`src/cache_pkg.sv`:
```
package cache_pkg;

    localparam int ADDR_W = 16;
    localparam int DATA_W = 16;
    localparam int WORD_OFF_W = 3;    // Word select within a line
    localparam int WORDS_PER_LINE = 8;

    // Miss handling sequence, one four-phase transfer per word
    typedef enum logic [2:0] {
        FILL_IDLE,
        FILL_REQ,
        FILL_WAIT_ACK,
        FILL_WAIT_RELEASE,
        FILL_WRITE
    } fill_state_e;

    // Current owner of the memory port
    typedef enum logic [1:0] {
        ARB_IDLE,
        ARB_INSTR,
        ARB_DATA
    } arb_state_e;

endpackage
```
`src/mem_arbiter.sv`:
```
module mem_arbiter (
    input  logic                         clk,
    input  logic                         i_rst,
    input  logic                         i_instr_req,
    input  logic [cache_pkg::ADDR_W-1:0] i_instr_addr,
    output logic                         o_instr_ack,
    output logic [cache_pkg::DATA_W-1:0] o_instr_rdata,
    input  logic                         i_data_req,
    input  logic [cache_pkg::ADDR_W-1:0] i_data_addr,
    output logic                         o_data_ack,
    output logic [cache_pkg::DATA_W-1:0] o_data_rdata,
    output logic                         o_mem_req,
    output logic [cache_pkg::ADDR_W-1:0] o_mem_addr,
    input  logic                         i_mem_ack,
    input  logic [cache_pkg::DATA_W-1:0] i_mem_rdata
);

    cache_pkg::arb_state_e owner;
    logic                  owner_req;
    logic                  instr_own;
    logic                  data_own;

    assign instr_own = (owner == cache_pkg::ARB_INSTR);
    assign data_own  = (owner == cache_pkg::ARB_DATA);
    assign owner_req = (instr_own && i_instr_req) || (data_own && i_data_req);

    // Grant lasts one four-phase transfer
    always_ff @(posedge clk) begin
        if (i_rst) begin
            owner <= cache_pkg::ARB_IDLE;
        end else begin
            case (owner)
                cache_pkg::ARB_IDLE: begin
                    if (i_instr_req) begin
                        owner <= cache_pkg::ARB_INSTR;    // Instruction side first
                    end else if (i_data_req) begin
                        owner <= cache_pkg::ARB_DATA;
                    end
                end
                default: begin
                    if (!owner_req && !i_mem_ack) begin
                        owner <= cache_pkg::ARB_IDLE;
                    end
                end
            endcase
        end
    end

    assign o_mem_req  = owner_req;
    assign o_mem_addr = data_own ? i_data_addr : i_instr_addr;

    assign o_instr_ack   = instr_own && i_mem_ack;
    assign o_instr_rdata = instr_own ? i_mem_rdata : '0;
    assign o_data_ack    = data_own && i_mem_ack;
    assign o_data_rdata  = data_own ? i_mem_rdata : '0;

    // Both fill controllers must never see the same ack
    a_one_ack: assert property (
        @(posedge clk) disable iff (i_rst)
        !(o_instr_ack && o_data_ack)
    ) else $error("memory ack steered to both caches");

endmodule

```
`config.mk`:
```
export PLATFORM = sky130hd
export DESIGN_NAME = mem_arbiter
export DESIGN_NICKNAME = d
export VERILOG_FILES = /design/src/cache_pkg.sv /design/src/mem_arbiter.sv
export SDC_FILE = /design/constraint.sdc
export NUM_CORES = 1
export LEC_CHECK = 0
export CORE_MARGIN = 10
export CORE_UTILIZATION = 40
export DETAILED_ROUTE_END_ITERATION = 7
export DONT_BUFFER_PORTS = 1
export HOLD_SLACK_MARGIN = 0.15
export MAX_ROUTING_LAYER = met4
export PLACE_DENSITY_LB_ADDON = 0.05
export SYNTH_ARGS = -nofsm -noshare
export SYNTH_HDL_FRONTEND = slang
export SYNTH_SLANG_ARGS = --single-unit
```
`constraint.sdc`:
```
create_clock -name clk -period 1.4 [get_ports clk]
set_input_delay 0.07 -clock clk [delete_from_list [all_inputs] [get_ports clk]]
set_output_delay 0.07 -clock clk [all_outputs]
set_load 0.01 [all_outputs]
```
### Yosys cells after proc, flatten, opt, wreduce, memory -nomap -nowiden

Index checks and enable logic that the tools add are counted.

* register bits: 2
* input port bits: 53
* output and inout bits: 51
* word-level logic and storage cells: 22

* equality and inequality tests: 3
* multiplexer cells: 7
* reduce and logical (&&, ||, !) cells: 11

Operators by type and width (number)
* 16-bit 2-to-1 mux: 3
* 2-bit 2-to-1 mux: 4
* 1-bit logical AND: 5
* 3-bit inequality test, second input constant: 1
* 2-bit by 1-bit == test with 1-bit output, second input constant: 1
* 2-bit == test, second input constant: 1
* 1-bit logical NOT: 2
* 2-bit logical NOT: 1
* 2-bit AND reduction: 1
* 2-bit nonzero test: 1
* 1-bit logical OR: 1

### Logic depth before layout (Yosys ltp)

Gate-level depths: netlist (run 1).

* depth in word-level cells: 7
* mapped depth: 4
* mapped depth without buffers: 3

### Worst setup path after synthesis (run 1)

OpenSTA, ideal clock, no wires.

* kind: flip-flop to output port
* start point: reg owner[1]
* end point: out o_mem_addr[10] in the netlist's numbering
* data arrival time: 1.085 ns
* data required time: 1.330 ns
* slack: 0.245 ns
* cell stages (with the launch flop): 5
* buffers on the path: 2
* cell sequence: dfxtp_1 nor2b_1 buf_4 buf_6 mux2_4

* word-level cells in the longest chain between the ends: 2

RTL lines
* start, declared: line mem_arbiter.sv:18 `cache_pkg::arb_state_e owner;`
* start signal, assigned: line mem_arbiter.sv:30 `owner <= cache_pkg::ARB_IDLE;`
* start signal, assigned: line mem_arbiter.sv:35 `owner <= cache_pkg::ARB_INSTR;`
* start signal, assigned: line mem_arbiter.sv:37 `owner <= cache_pkg::ARB_DATA;`
* 2-bit == test: line mem_arbiter.sv:24 `assign data_own = (owner == cache_pkg::ARB_DATA);`
* 16-bit 2-to-1 mux: line mem_arbiter.sv:50 `assign o_mem_addr = data_own ? i_data_addr : i_instr_addr;`
* end, declared: line mem_arbiter.sv:13 `output logic [cache_pkg::ADDR_W-1:0] o_mem_addr,`

Every way passes these cells.

### Final worst setup path (run 1)

* start point: reg owner[1]
* end point: out o_mem_addr[0] in the netlist's numbering

Same word-level chain as after synthesis.

==> key figures, run 1 <==
STA
  – Final Hold Viols: 0
  – Slew Limit Fails: 0
  – RSZ-0062 raised after global routing: yes
  – Post-layout min period: 1.376 ns
  – Clock Skew: 0.00006388 ns
  – Slew margin rel.: 84.98%
  – F_max: about 730 MHz
  – Worst Max-Slew Pin Slew: 0.2253 ns
  – TNS Setup: 0 ns
  – Period utilization: 98.30%
  – Setup violators final: 0
  – Final worst slack: around 0.024 ns
  – Worst hold margin: 0.2473 ns

Clock network
  – Clock Tree Buf Depth: 2
  – Post-CTS setup buffers: 0
  – CTS tree: yes
  – Clk sinks: 2
  – CTS buffer count: 3
  – CTS H-tree depth: 1
  – Worst-skew pair later-pin latency: between 0.2 and 0.25 ns
  – Clock Pin Slew Worst Setup and Hold Paths: 0.03 ns
  – CTS Root Cell: clkbuf_4

Setup path
  – Crit-path leading delay family: multiplexers
  – Worst setup path endpoint: o_mem_addr[0]
  – Largest stage delay, worst path: 0.38 ns
  – Buffers plus inverters on the worst setup path: 1
  – Reg-to-Reg End: owner[1]
  – Number of cells on the critical path: 3
  – Crit. Startpoint: owner[1]
  – Critical path's slowest cell: mux2_2
  – Required @ worst endpoint: 1.33 ns
  – Worst Path Arrival: between 1 and 1.5 ns
  – CP Cell Sequence: nor2b_4 > buf_12 > mux2_2
  – Reg2Reg Depth: 4
  – CP endpoint kind: output pin
  – R2R Setup Slk: 0.03 ns
  – Worst setup SP type: register
  – CP Class: reg -> out
  – Crit Path Max Fanout: 13
  – RR Startpoint: owner[0]

Layout
  – Most frequent cells in the layout: 34 x and2_1, 14 x mux2_4, 5 x dlygate4sd3_1
  – Final core occ: 52.14%
  – Antenna Cells: 0
  – Commonest non-fill, non-tap cell in the layout: and2_1
  – Final #Nets: 127
  – Max reg flops: 2
  – Biggest regs: owner (2)
  – Area grow syn2layout: 20.66%
  – # fillers: 114
  – Ratio of cells with drive above 1 in the final layout: between 30% and 40%
  – Most flops, register: owner

Routing
  – 1st-iter DRT viols: 5
  – Final wirelength: 2.329 mm
  – Routed WL per cell: approximately 27 um
  – Drt first pass iters: 4
  – Routed vias/inst: around 5.8
  – Final ANT Viol Nets: 0
  – Remaining DRCs: 0
  – Via count: 507

Synthesis
  – Post-synthesis register bit count: 2
  – Seq/Total Area, Yosys: 7.033%
  – Synthesized area: 569.3 um^2
  – Post-synth top area share: 37.36%
  – Largest area contributor in the netlist: and2_1
  – Number of synthesis warnings: 0
  – Post-synthesis cell type count: 15
  – Post-synth net total: 120
  – Largest cells by area after synthesis: and2_1 37%, mux2_4 26%, mux2_2 12%
  – Syn Area/Cell: 8.497 um^2
  – Cells after Synth: 67

GRT
  – Global Route Usage Sum: 12.02%
  – Initial antenna violation count: 0
  – Vias in the first global route: between 500 and 600
  – First-pass GRT wire length: 3.305 mm
  – Remaining global-route overflow: 0
  – Largest net degree at the start of global routing: 21

Floorplanning
  – Die X: 57.73 um
  – Die ar.: 3332 um^2
  – Die height: 57.73 um
  – Core footprint: 1318 um^2
  – Io pins: ~100
  – Row cnt: 13
  – Initial Util: 43.21%

Power and ir drop
  – Power density over the cells: just under 600 nW/um^2
  – Static Leak: just under 0.3 nW
  – Pwr Total: a little over 0.0004 W
  – VDD IR max: 0.4439 mV

Min path
  – Hold crit path type: in -> reg

Place
  – GP Congestion: 0.6699
  – HPWL after detailed placement: 2.004 mm
  – IO buf count: 0
  – Setup WS pre-CTS: 0.1380 ns

Run
  – Max cap viols: 0

Status
  – Status: finished, final reports clean
cells in the mapped netlist:
master,count
and2_1,34
mux2_4,10
mux2_2,6
a21oi_1,2
buf_6,2
dfxtp_1,2
nand2b_1,2
nor2b_1,2
a22o_1,1
and2b_1,1
buf_4,1
clkbuf_1,1
clkbuf_2,1
nand2_1,1
o21ai_0,1
final cells by class:
class / instances / area [um^2] / area share, %
Clock buffer: 3 / 22.52 / 3.279
Sequential cell: 2 / 41.29 / 6.011
Multi-Input combinational cell: 60 / 514.2 / 74.86
Tap cell: 15 / 18.77 / 2.732
Timing Repair Buffer: 7 / 90.09 / 13.11
cell families after synthesis:
kind of cell	count (synthesis)	synth area share, %
muxes	16	38.24
DFF	2	7.033
buffers and inverters	5	6.812
and+or+nand+nor	40	43.73
AOI/OAI and AO/OA	4	4.175
worst reg2reg max path, cell delays in order, from the launching register on:
cell,delay [ns]
dfxtp_1,0.35
nor2b_1,0.21
nand2b_1,0.07
dlygate4sd3_1,0.55
a21oi_1,0.13
timing repair:
action                                  CTS  global route
endpoints found under the setup margin   16             7
hold buffers                              5             0
resized for setup                         3             4
hold endpoints to repair                  2             0
routing by layer:
| layer | share of wire [%] | GRT usage, % | up-vias |
|---|---|---|---|
| li1 | - | - | 228 |
| met2 | 52 | 21.17 | 52 |
| met4 | 0 | 2.013 | 0 |
| met1 | 29 | 11.08 | 227 |
| met5 | 0 | - | - |
| met3 | 19 | 7.190 | 0 |
power breakdown:
group / internal (W) / switching (W)
Sequential: 0.0000618 / 0.00000518
Combinational: 0.000106 / 0.000109
Clock: 0.0000941 / 0.0000275
Total: 0.000262 / 0.000142
through the flow:
stage / area, um^2 / std cells
6_report: 686.9 / 87
5_1_grt: 686.9 / 87
4_1_cts: 671.9 / 87
3_5_place_dp: 591.8 / 79
3_3_place_gp: 591.8 / 79
2_1_floorplan: 569.3 / 67
worst min-delay path by stage:
stage	startpoint	end	slack, ns	depth (start not counted)
final	i_data_req	owner[1]	0.25	3
after global routing	i_data_req	owner[1]	0.26	3
after CTS	i_data_req	owner[1]	0.22	3
after detailed placement	i_rst	owner[0]	0.14	1
after global placement	i_rst	owner[1]	0.14	1
after floorplan	i_rst	owner[0]	0.14	1
Note: power is estimated with default switching activity, not from simulation.
==> run 2: changes to the inputs <==
--- a/config.mk
+++ b/config.mk
@@ -10,7 +10,6 @@
 export DETAILED_ROUTE_END_ITERATION = 7
 export DONT_BUFFER_PORTS = 1
 export HOLD_SLACK_MARGIN = 0.15
-export MAX_ROUTING_LAYER = met4
 export PLACE_DENSITY_LB_ADDON = 0.05
 export SYNTH_ARGS = -nofsm -noshare
 export SYNTH_HDL_FRONTEND = slang
==> run 2 against run 1 <==
Non-clock buffer count is the same. Critical path type unchanged. Cell count is the same. Flip-flop and latch count is the same. Final area is the same.
==> key figures, run 2 (same netlist as run 1, synthesis figures left out) <==
Status
  – Status: finished, final reports clean (unchanged)

Routing
  – Top sig layer: met3 (unchanged)
  – Via count: 504 (was 507)
  – Metal3 WL: 507 um (was 434 um)
  – Final ANT Viol Nets: 0 (unchanged)
  – Routed WL per cell: 26.76 um (was 26.77 um)
  – M1 WL: 601 um (was 672 um)
  – Drt first pass iters: 4 (unchanged)
  – Final wirelength: 2.328 mm (was 2.329 mm)
  – Metal2 WL: 1.219 mm (was 1.222 mm)
  – 1st-iter DRT viols: 5 (unchanged)
  – Remaining DRCs: 0 (unchanged)
  – Routed vias/inst: 5.793 (was 5.828)

Layout
  – Antenna Cells: 0 (unchanged)
  – Final #Nets: 127 (unchanged)
  – Most flops, register: owner (unchanged)
  – Area grow syn2layout: 20.66% (unchanged)
  – Commonest non-fill, non-tap cell in the layout: and2_1 (unchanged)
  – Final core occ: 52.14% (unchanged)
  – # fillers: 114 (unchanged)
  – Post-route cell area: 686.9 um^2 (unchanged)
  – Ratio of cells with drive above 1 in the final layout: 33.33% (unchanged)
  – Most frequent cells in the layout: 34 x and2_1, 14 x mux2_4, 5 x dlygate4sd3_1 (unchanged)
  – Biggest regs: owner (2) (unchanged)
  – Max reg flops: 2 (unchanged)

GRT
  – Global Route Usage Sum: 11.69% (was 12.02%)
  – First-pass GRT wire length: 3.305 mm (unchanged)
  – Remaining global-route overflow: 0 (unchanged)
  – Largest net degree at the start of global routing: 21 (unchanged)
  – Initial antenna violation count: 0 (unchanged)
  – Vias in the first global route: 597 (unchanged)

STA
  – RSZ-0062 raised after global routing: yes (unchanged)
  – Setup violators final: 0 (unchanged)
  – F_max: 726.7 MHz (unchanged)
  – Final Hold Viols: 0 (unchanged)
  – Post-layout min period: 1.376 ns (unchanged)
  – Worst hold margin: 0.2473 ns (unchanged)
  – Period utilization: 98.30% (unchanged)
  – Slew margin rel.: 84.97% (was 84.98%)
  – Slew Limit Fails: 0 (unchanged)
  – Clock Skew: 0.00006388 ns (unchanged)
  – Worst Max-Slew Pin Slew: 0.2255 ns (was 0.2253 ns)

Setup path
  – Buffers plus inverters on the worst setup path: 1 (unchanged)
  – CP endpoint kind: output pin (unchanged)
  – Critical path's slowest cell: mux2_2 (unchanged)
  – Largest stage delay, worst path: 0.38 ns (about the same)
  – CP Class: reg -> out (unchanged)
  – CP Cell Sequence: nor2b_4 > buf_12 > mux2_2 (unchanged)
  – Crit-path leading delay family: multiplexers (unchanged)
  – Crit Path Max Fanout: 13 (unchanged)
  – Worst setup SP type: register (unchanged)
  – Required @ worst endpoint: 1.33 ns (about the same)
  – Worst Path Arrival: 1.31 ns (about the same)

Power and ir drop
  – VDD IR max: 0.4439 mV (about the same)
  – Net Sw Frac: 35.10% (was 35.09%)
  – Pint: 0.0002617 W (about the same)
  – Clock network fraction of design power: 30.2% (about the same)
  – Power density over the cells: 587.1 nW/um^2 (about the same)
  – Static Leak: 0.2974 nW (unchanged)
  – Psw: 0.0001415 W (about the same)
  – Flop pwr share: 16.6% (about the same)
  – Combinational group share of total power: 53.2% (about the same)

Clock network
  – Clock Pin Slew Worst Setup and Hold Paths: 0.03 ns (about the same)
  – CTS tree: yes (unchanged)
  – Clock Tree Buf Depth: 2 (unchanged)
  – Clk sinks: 2 (unchanged)
  – CTS H-tree depth: 1 (unchanged)
  – Post-CTS setup buffers: 0 (unchanged)
  – CTS buffer count: 3 (unchanged)
  – Worst-skew pair later-pin latency: 0.22 ns (about the same)
  – CTS Root Cell: clkbuf_4 (unchanged)

Floorplanning
  – Row cnt: 13 (unchanged)
  – Initial Util: 43.21% (unchanged)
  – Die height: 57.73 um (unchanged)
  – Die X: 57.73 um (unchanged)
  – Die ar.: 3332 um^2 (unchanged)
  – Io pins: 104 (unchanged)
  – Core footprint: 1318 um^2 (unchanged)

Run
  – Max cap viols: 0 (unchanged)

Place
  – GP Congestion: 0.6635 (was 0.6699)
  – HPWL after detailed placement: 2.004 mm (unchanged)
  – IO buf count: 0 (unchanged)
  – DP Area: 591.8 um^2 (unchanged)

Min path
  – Hold crit path type: in -> reg (unchanged)
-- run 2: path summary, 6_finish.rpt --
check	start	endpoint	slack, ns	depth (start not counted)
worst max-delay path	owner[1]	o_mem_addr[0]	0.02	3
worst min-delay path	i_data_req	owner[1]	0.25	3
worst max register to register	owner[0]	owner[1]	0.03	4
worst min register to register	owner[1]	owner[1]	0.50	2
-- run 2: stage by stage --
step           worst slack (ns)   power, W  TNS, ns  instances
2_1_floorplan            0.2446  0.0002330        0         67
5_1_grt                -0.04197  0.0004340  -0.1252         87
3_5_place_dp             0.1380  0.0002622        0         79
4_1_cts                 0.01022  0.0004042        0         87
6_report                0.02386  0.0004033        0         87
3_3_place_gp             0.1563  0.0002615        0         79
-- run 2: what timing repair did --
| action | CTS | global route |
|---|---|---|
| gates resized for setup | 3 | 4 |
| cloned | 0 | 0 |
| hold buffers | 5 | 0 |
| endpoints found under the hold margin | 2 | 0 |
| endpoints found under the setup margin | 16 | 7 |
-- run 2: worst register-to-register path: stages, from the launching register on --
cell and delay, ns:
dfxtp_1 0.35, nor2b_1 0.21, nand2b_1 0.07, dlygate4sd3_1 0.55, a21oi_1 0.13
-- run 2: metal layers --
metal | track usage, % | vias up
met5 | 0 | -
met4 | 2.013 | 0
met3 | 9.150 | 0
met2 | 21.17 | 52
met1 | 9.988 | 224
li1 | - | 228
-- run 2: power by group through the flow --
stage | combinational (W) | clock, W | sequential (W)
after floorplan | 0.000168 | 0 | 0.0000648
after global placement | 0.000195 | 0 | 0.0000660
after CTS | 0.000210 | 0.000127 | 0.0000672
after global routing | 0.000231 | 0.000135 | 0.0000682
final | 0.000215 | 0.000122 | 0.0000670
after detailed placement | 0.000196 | 0 | 0.0000665
-- run 2: cell type report --
class / count / area [um^2] / area share [%]
multi-input cells: 60 / 514.2 / 74.86
repair buffers: 7 / 90.09 / 13.11
clock buffers: 3 / 22.52 / 3.279
flip-flops and latches: 2 / 41.29 / 6.011
well taps: 15 / 18.77 / 2.732
==> run 3: changes to the inputs <==
--- a/config.mk
+++ b/config.mk
@@ -11,6 +11,7 @@
 export DONT_BUFFER_PORTS = 1
 export HOLD_SLACK_MARGIN = 0.15
 export PLACE_DENSITY_LB_ADDON = 0.05
+export RECOVER_POWER = 50
 export SYNTH_ARGS = -nofsm -noshare
 export SYNTH_HDL_FRONTEND = slang
 export SYNTH_SLANG_ARGS = --single-unit
==> run 3 against run 2 <==
Critical path depth stayed put. Critical endpoint unchanged. Final area stayed put. Largest power group unchanged. Combinational power hardly changed. Maximum frequency stayed put. Cell count stayed put. Non-clock buffer count stayed put. Routed wire length is 0.21% higher.
==> key figures, run 3 (same netlist as run 1, synthesis figures left out) <==
STA
  – Setup violators final: 0 (unchanged)
  – Final worst slack: 0.02386 ns (unchanged)
  – Worst hold margin: 0.2473 ns (unchanged)
  – Clock Skew: 0.00006388 ns (unchanged)
  – Slew margin rel.: 84.87% (was 84.97%)
  – RSZ-0062 raised after global routing: yes (unchanged)
  – Worst Max-Slew Pin Slew: 0.2270 ns (was 0.2255 ns)
  – Slew Limit Fails: 0 (unchanged)
  – Period utilization: 98.30% (unchanged)
  – TNS Setup: 0 ns (unchanged)
  – Final Hold Viols: 0 (unchanged)
  – F_max: 726.7 MHz (unchanged)
  – Post-layout min period: 1.376 ns (unchanged)

Setup path
  – CP endpoint kind: output pin (unchanged)
  – Worst setup SP type: register (unchanged)
  – CP Class: reg -> out (unchanged)
  – Crit Path Max Fanout: 13 (unchanged)
  – Required @ worst endpoint: 1.33 ns (about the same)
  – Worst Path Arrival: 1.31 ns (about the same)

Place
  – Setup WS pre-CTS: 0.1380 ns (unchanged)
  – HPWL after detailed placement: 2.004 mm (unchanged)
  – GP Congestion: 0.6635 (unchanged)
  – IO buf count: 0 (unchanged)

Power and ir drop
  – Static Leak: 0.2800 nW (was 0.2974 nW)
  – VDD IR max: 0.4439 mV (about the same)
  – Pint: 0.0002601 W (was 0.0002617 W)
  – Combinational group share of total power: 53.1% (was 53.2%)
  – Flop pwr share: 16.7% (was 16.6%)
  – Power density over the cells: 585.0 nW/um^2 (was 587.1 nW/um^2)
  – Net Sw Frac: 35.27% (was 35.10%)
  – Clock network fraction of design power: 30.3% (was 30.2%)
  – Psw: 0.0001417 W (was 0.0001415 W)

Layout
  – Max reg flops: 2 (unchanged)
  – Final core occ: 52.14% (unchanged)
  – Area grow syn2layout: 20.66% (unchanged)
  – Antenna Cells: 0 (unchanged)
  – Commonest non-fill, non-tap cell in the layout: and2_0 (was and2_1)
  – Most frequent cells in the layout: 18 x and2_0, 16 x and2_1, 14 x mux2_4 (was 34 x and2_1, 14 x mux2_4, 5 x dlygate4sd3_1)
  – # fillers: 114 (unchanged)
  – Most flops, register: owner (unchanged)
  – Biggest regs: owner (2) (unchanged)
  – Final #Nets: 127 (unchanged)
  – Ratio of cells with drive above 1 in the final layout: 33.33% (unchanged)

Routing
  – 1st-iter DRT viols: 4 (was 5)
  – Remaining DRCs: 0 (unchanged)
  – Via count: 497 (was 504)
  – Final ANT Viol Nets: 0 (unchanged)
  – Drt first pass iters: 4 (unchanged)
  – Routed WL per cell: 26.82 um (was 26.76 um)
  – Routed vias/inst: 5.713 (was 5.793)
  – Final wirelength: 2.333 mm (was 2.328 mm)

Floorplanning
  – Row cnt: 13 (unchanged)
  – Io pins: 104 (unchanged)
  – Initial Util: 43.21% (unchanged)
  – Core footprint: 1318 um^2 (unchanged)
  – Die X: 57.73 um (unchanged)
  – Die ar.: 3332 um^2 (unchanged)
  – Die height: 57.73 um (unchanged)

GRT
  – Gr busiest metal: met2 (unchanged)
  – Initial antenna violation count: 0 (unchanged)
  – Remaining global-route overflow: 0 (unchanged)
  – Met1 Track Usage GR: 9.988% (unchanged)
  – Global Route Usage Sum: 11.69% (unchanged)
  – First-pass GRT wire length: 3.305 mm (unchanged)
  – Met3 global-route usage: 9.150% (unchanged)
  – Largest net degree at the start of global routing: 21 (unchanged)
  – Vias in the first global route: 597 (unchanged)
  – GRT met2 Usage: 21.17% (unchanged)

Clock network
  – Worst-skew pair later-pin latency: 0.22 ns (about the same)
  – CTS Root Cell: clkbuf_4 (unchanged)
  – Post-CTS setup buffers: 0 (unchanged)
  – CTS H-tree depth: 1 (unchanged)
  – CTS buffer count: 3 (unchanged)
  – CTS tree: yes (unchanged)
  – Clock Tree Buf Depth: 2 (unchanged)
  – Clock Pin Slew Worst Setup and Hold Paths: 0.03 ns (about the same)
  – Clk sinks: 2 (unchanged)

Run
  – Max cap viols: 0 (unchanged)

Status
  – Status: finished, final reports clean (unchanged)

Min path
  – Hold crit path type: in -> reg (unchanged)
==> run 3: cell counts in the layout (fill, tap and decap cells not counted) <==
No cell type changed its count.
==> run 3: layout make-up <==
| type | count | area, um^2 | share of cell area, % |
|---|---|---|---|
| tap | 15 | 18.77 | 2.732 |
| clock buffer | 3 | 22.52 | 3.279 |
| sequential | 2 | 41.29 | 6.011 |
| timing repair buffer | 7 | 90.09 | 13.11 |
| multi-input combinational | 60 | 514.2 | 74.86 |
==> run 3: what timing repair did <==
item / 4_1_cts / 5_1_grt
endpoints found under the hold margin: 2 / 0
resized for setup: 3 / 4
setup endpoints to repair: 16 / 7
hold buffers: 5 / 0
==> run 3: power groups by stage <==
stage	clock network (W)	registers (W)	logic, W
floorplan	0	0.0000648	0.000168
global placement	0	0.0000660	0.000195
detailed placement	0	0.0000665	0.000196
CTS	0.000127	0.0000672	0.000210
global route	0.000135	0.0000682	0.000230
finish	0.000122	0.0000670	0.000213
==> run 3: metal layers <==
layer	vias up	wire length, um	share of wire [%]
met4	0	0	0
met2	52	1211	52
met3	0	506	22
met1	218	615	26
li1	227	-	-
met5	-	0	0
==> run 3: worst paths after layout <==
kind	cells after the start	end	slack, ns	from
worst max register to register	4	owner[1]	0.03	owner[0]
worst min-delay path	3	owner[1]	0.25	i_data_req
worst max-delay path	3	o_mem_addr[0]	0.02	owner[1]
worst min register to register	2	owner[1]	0.50	owner[1]
==> run 3: worst max-delay path, stage by stage, from the launching register on <==
cell and delay, ns:
dfxtp_2 0.34, nor2b_4 0.20, buf_12 0.17, mux2_2 0.38
==> run 3: per-stage QoR <==
step,instances,instance area [um^2],power [W]
2_1_floorplan,67,569.3,0.0002330
3_3_place_gp,79,591.8,0.0002615
3_5_place_dp,79,591.8,0.0002622
4_1_cts,87,671.9,0.0004042
5_1_grt,87,686.9,0.0004327
6_report,87,686.9,0.0004019
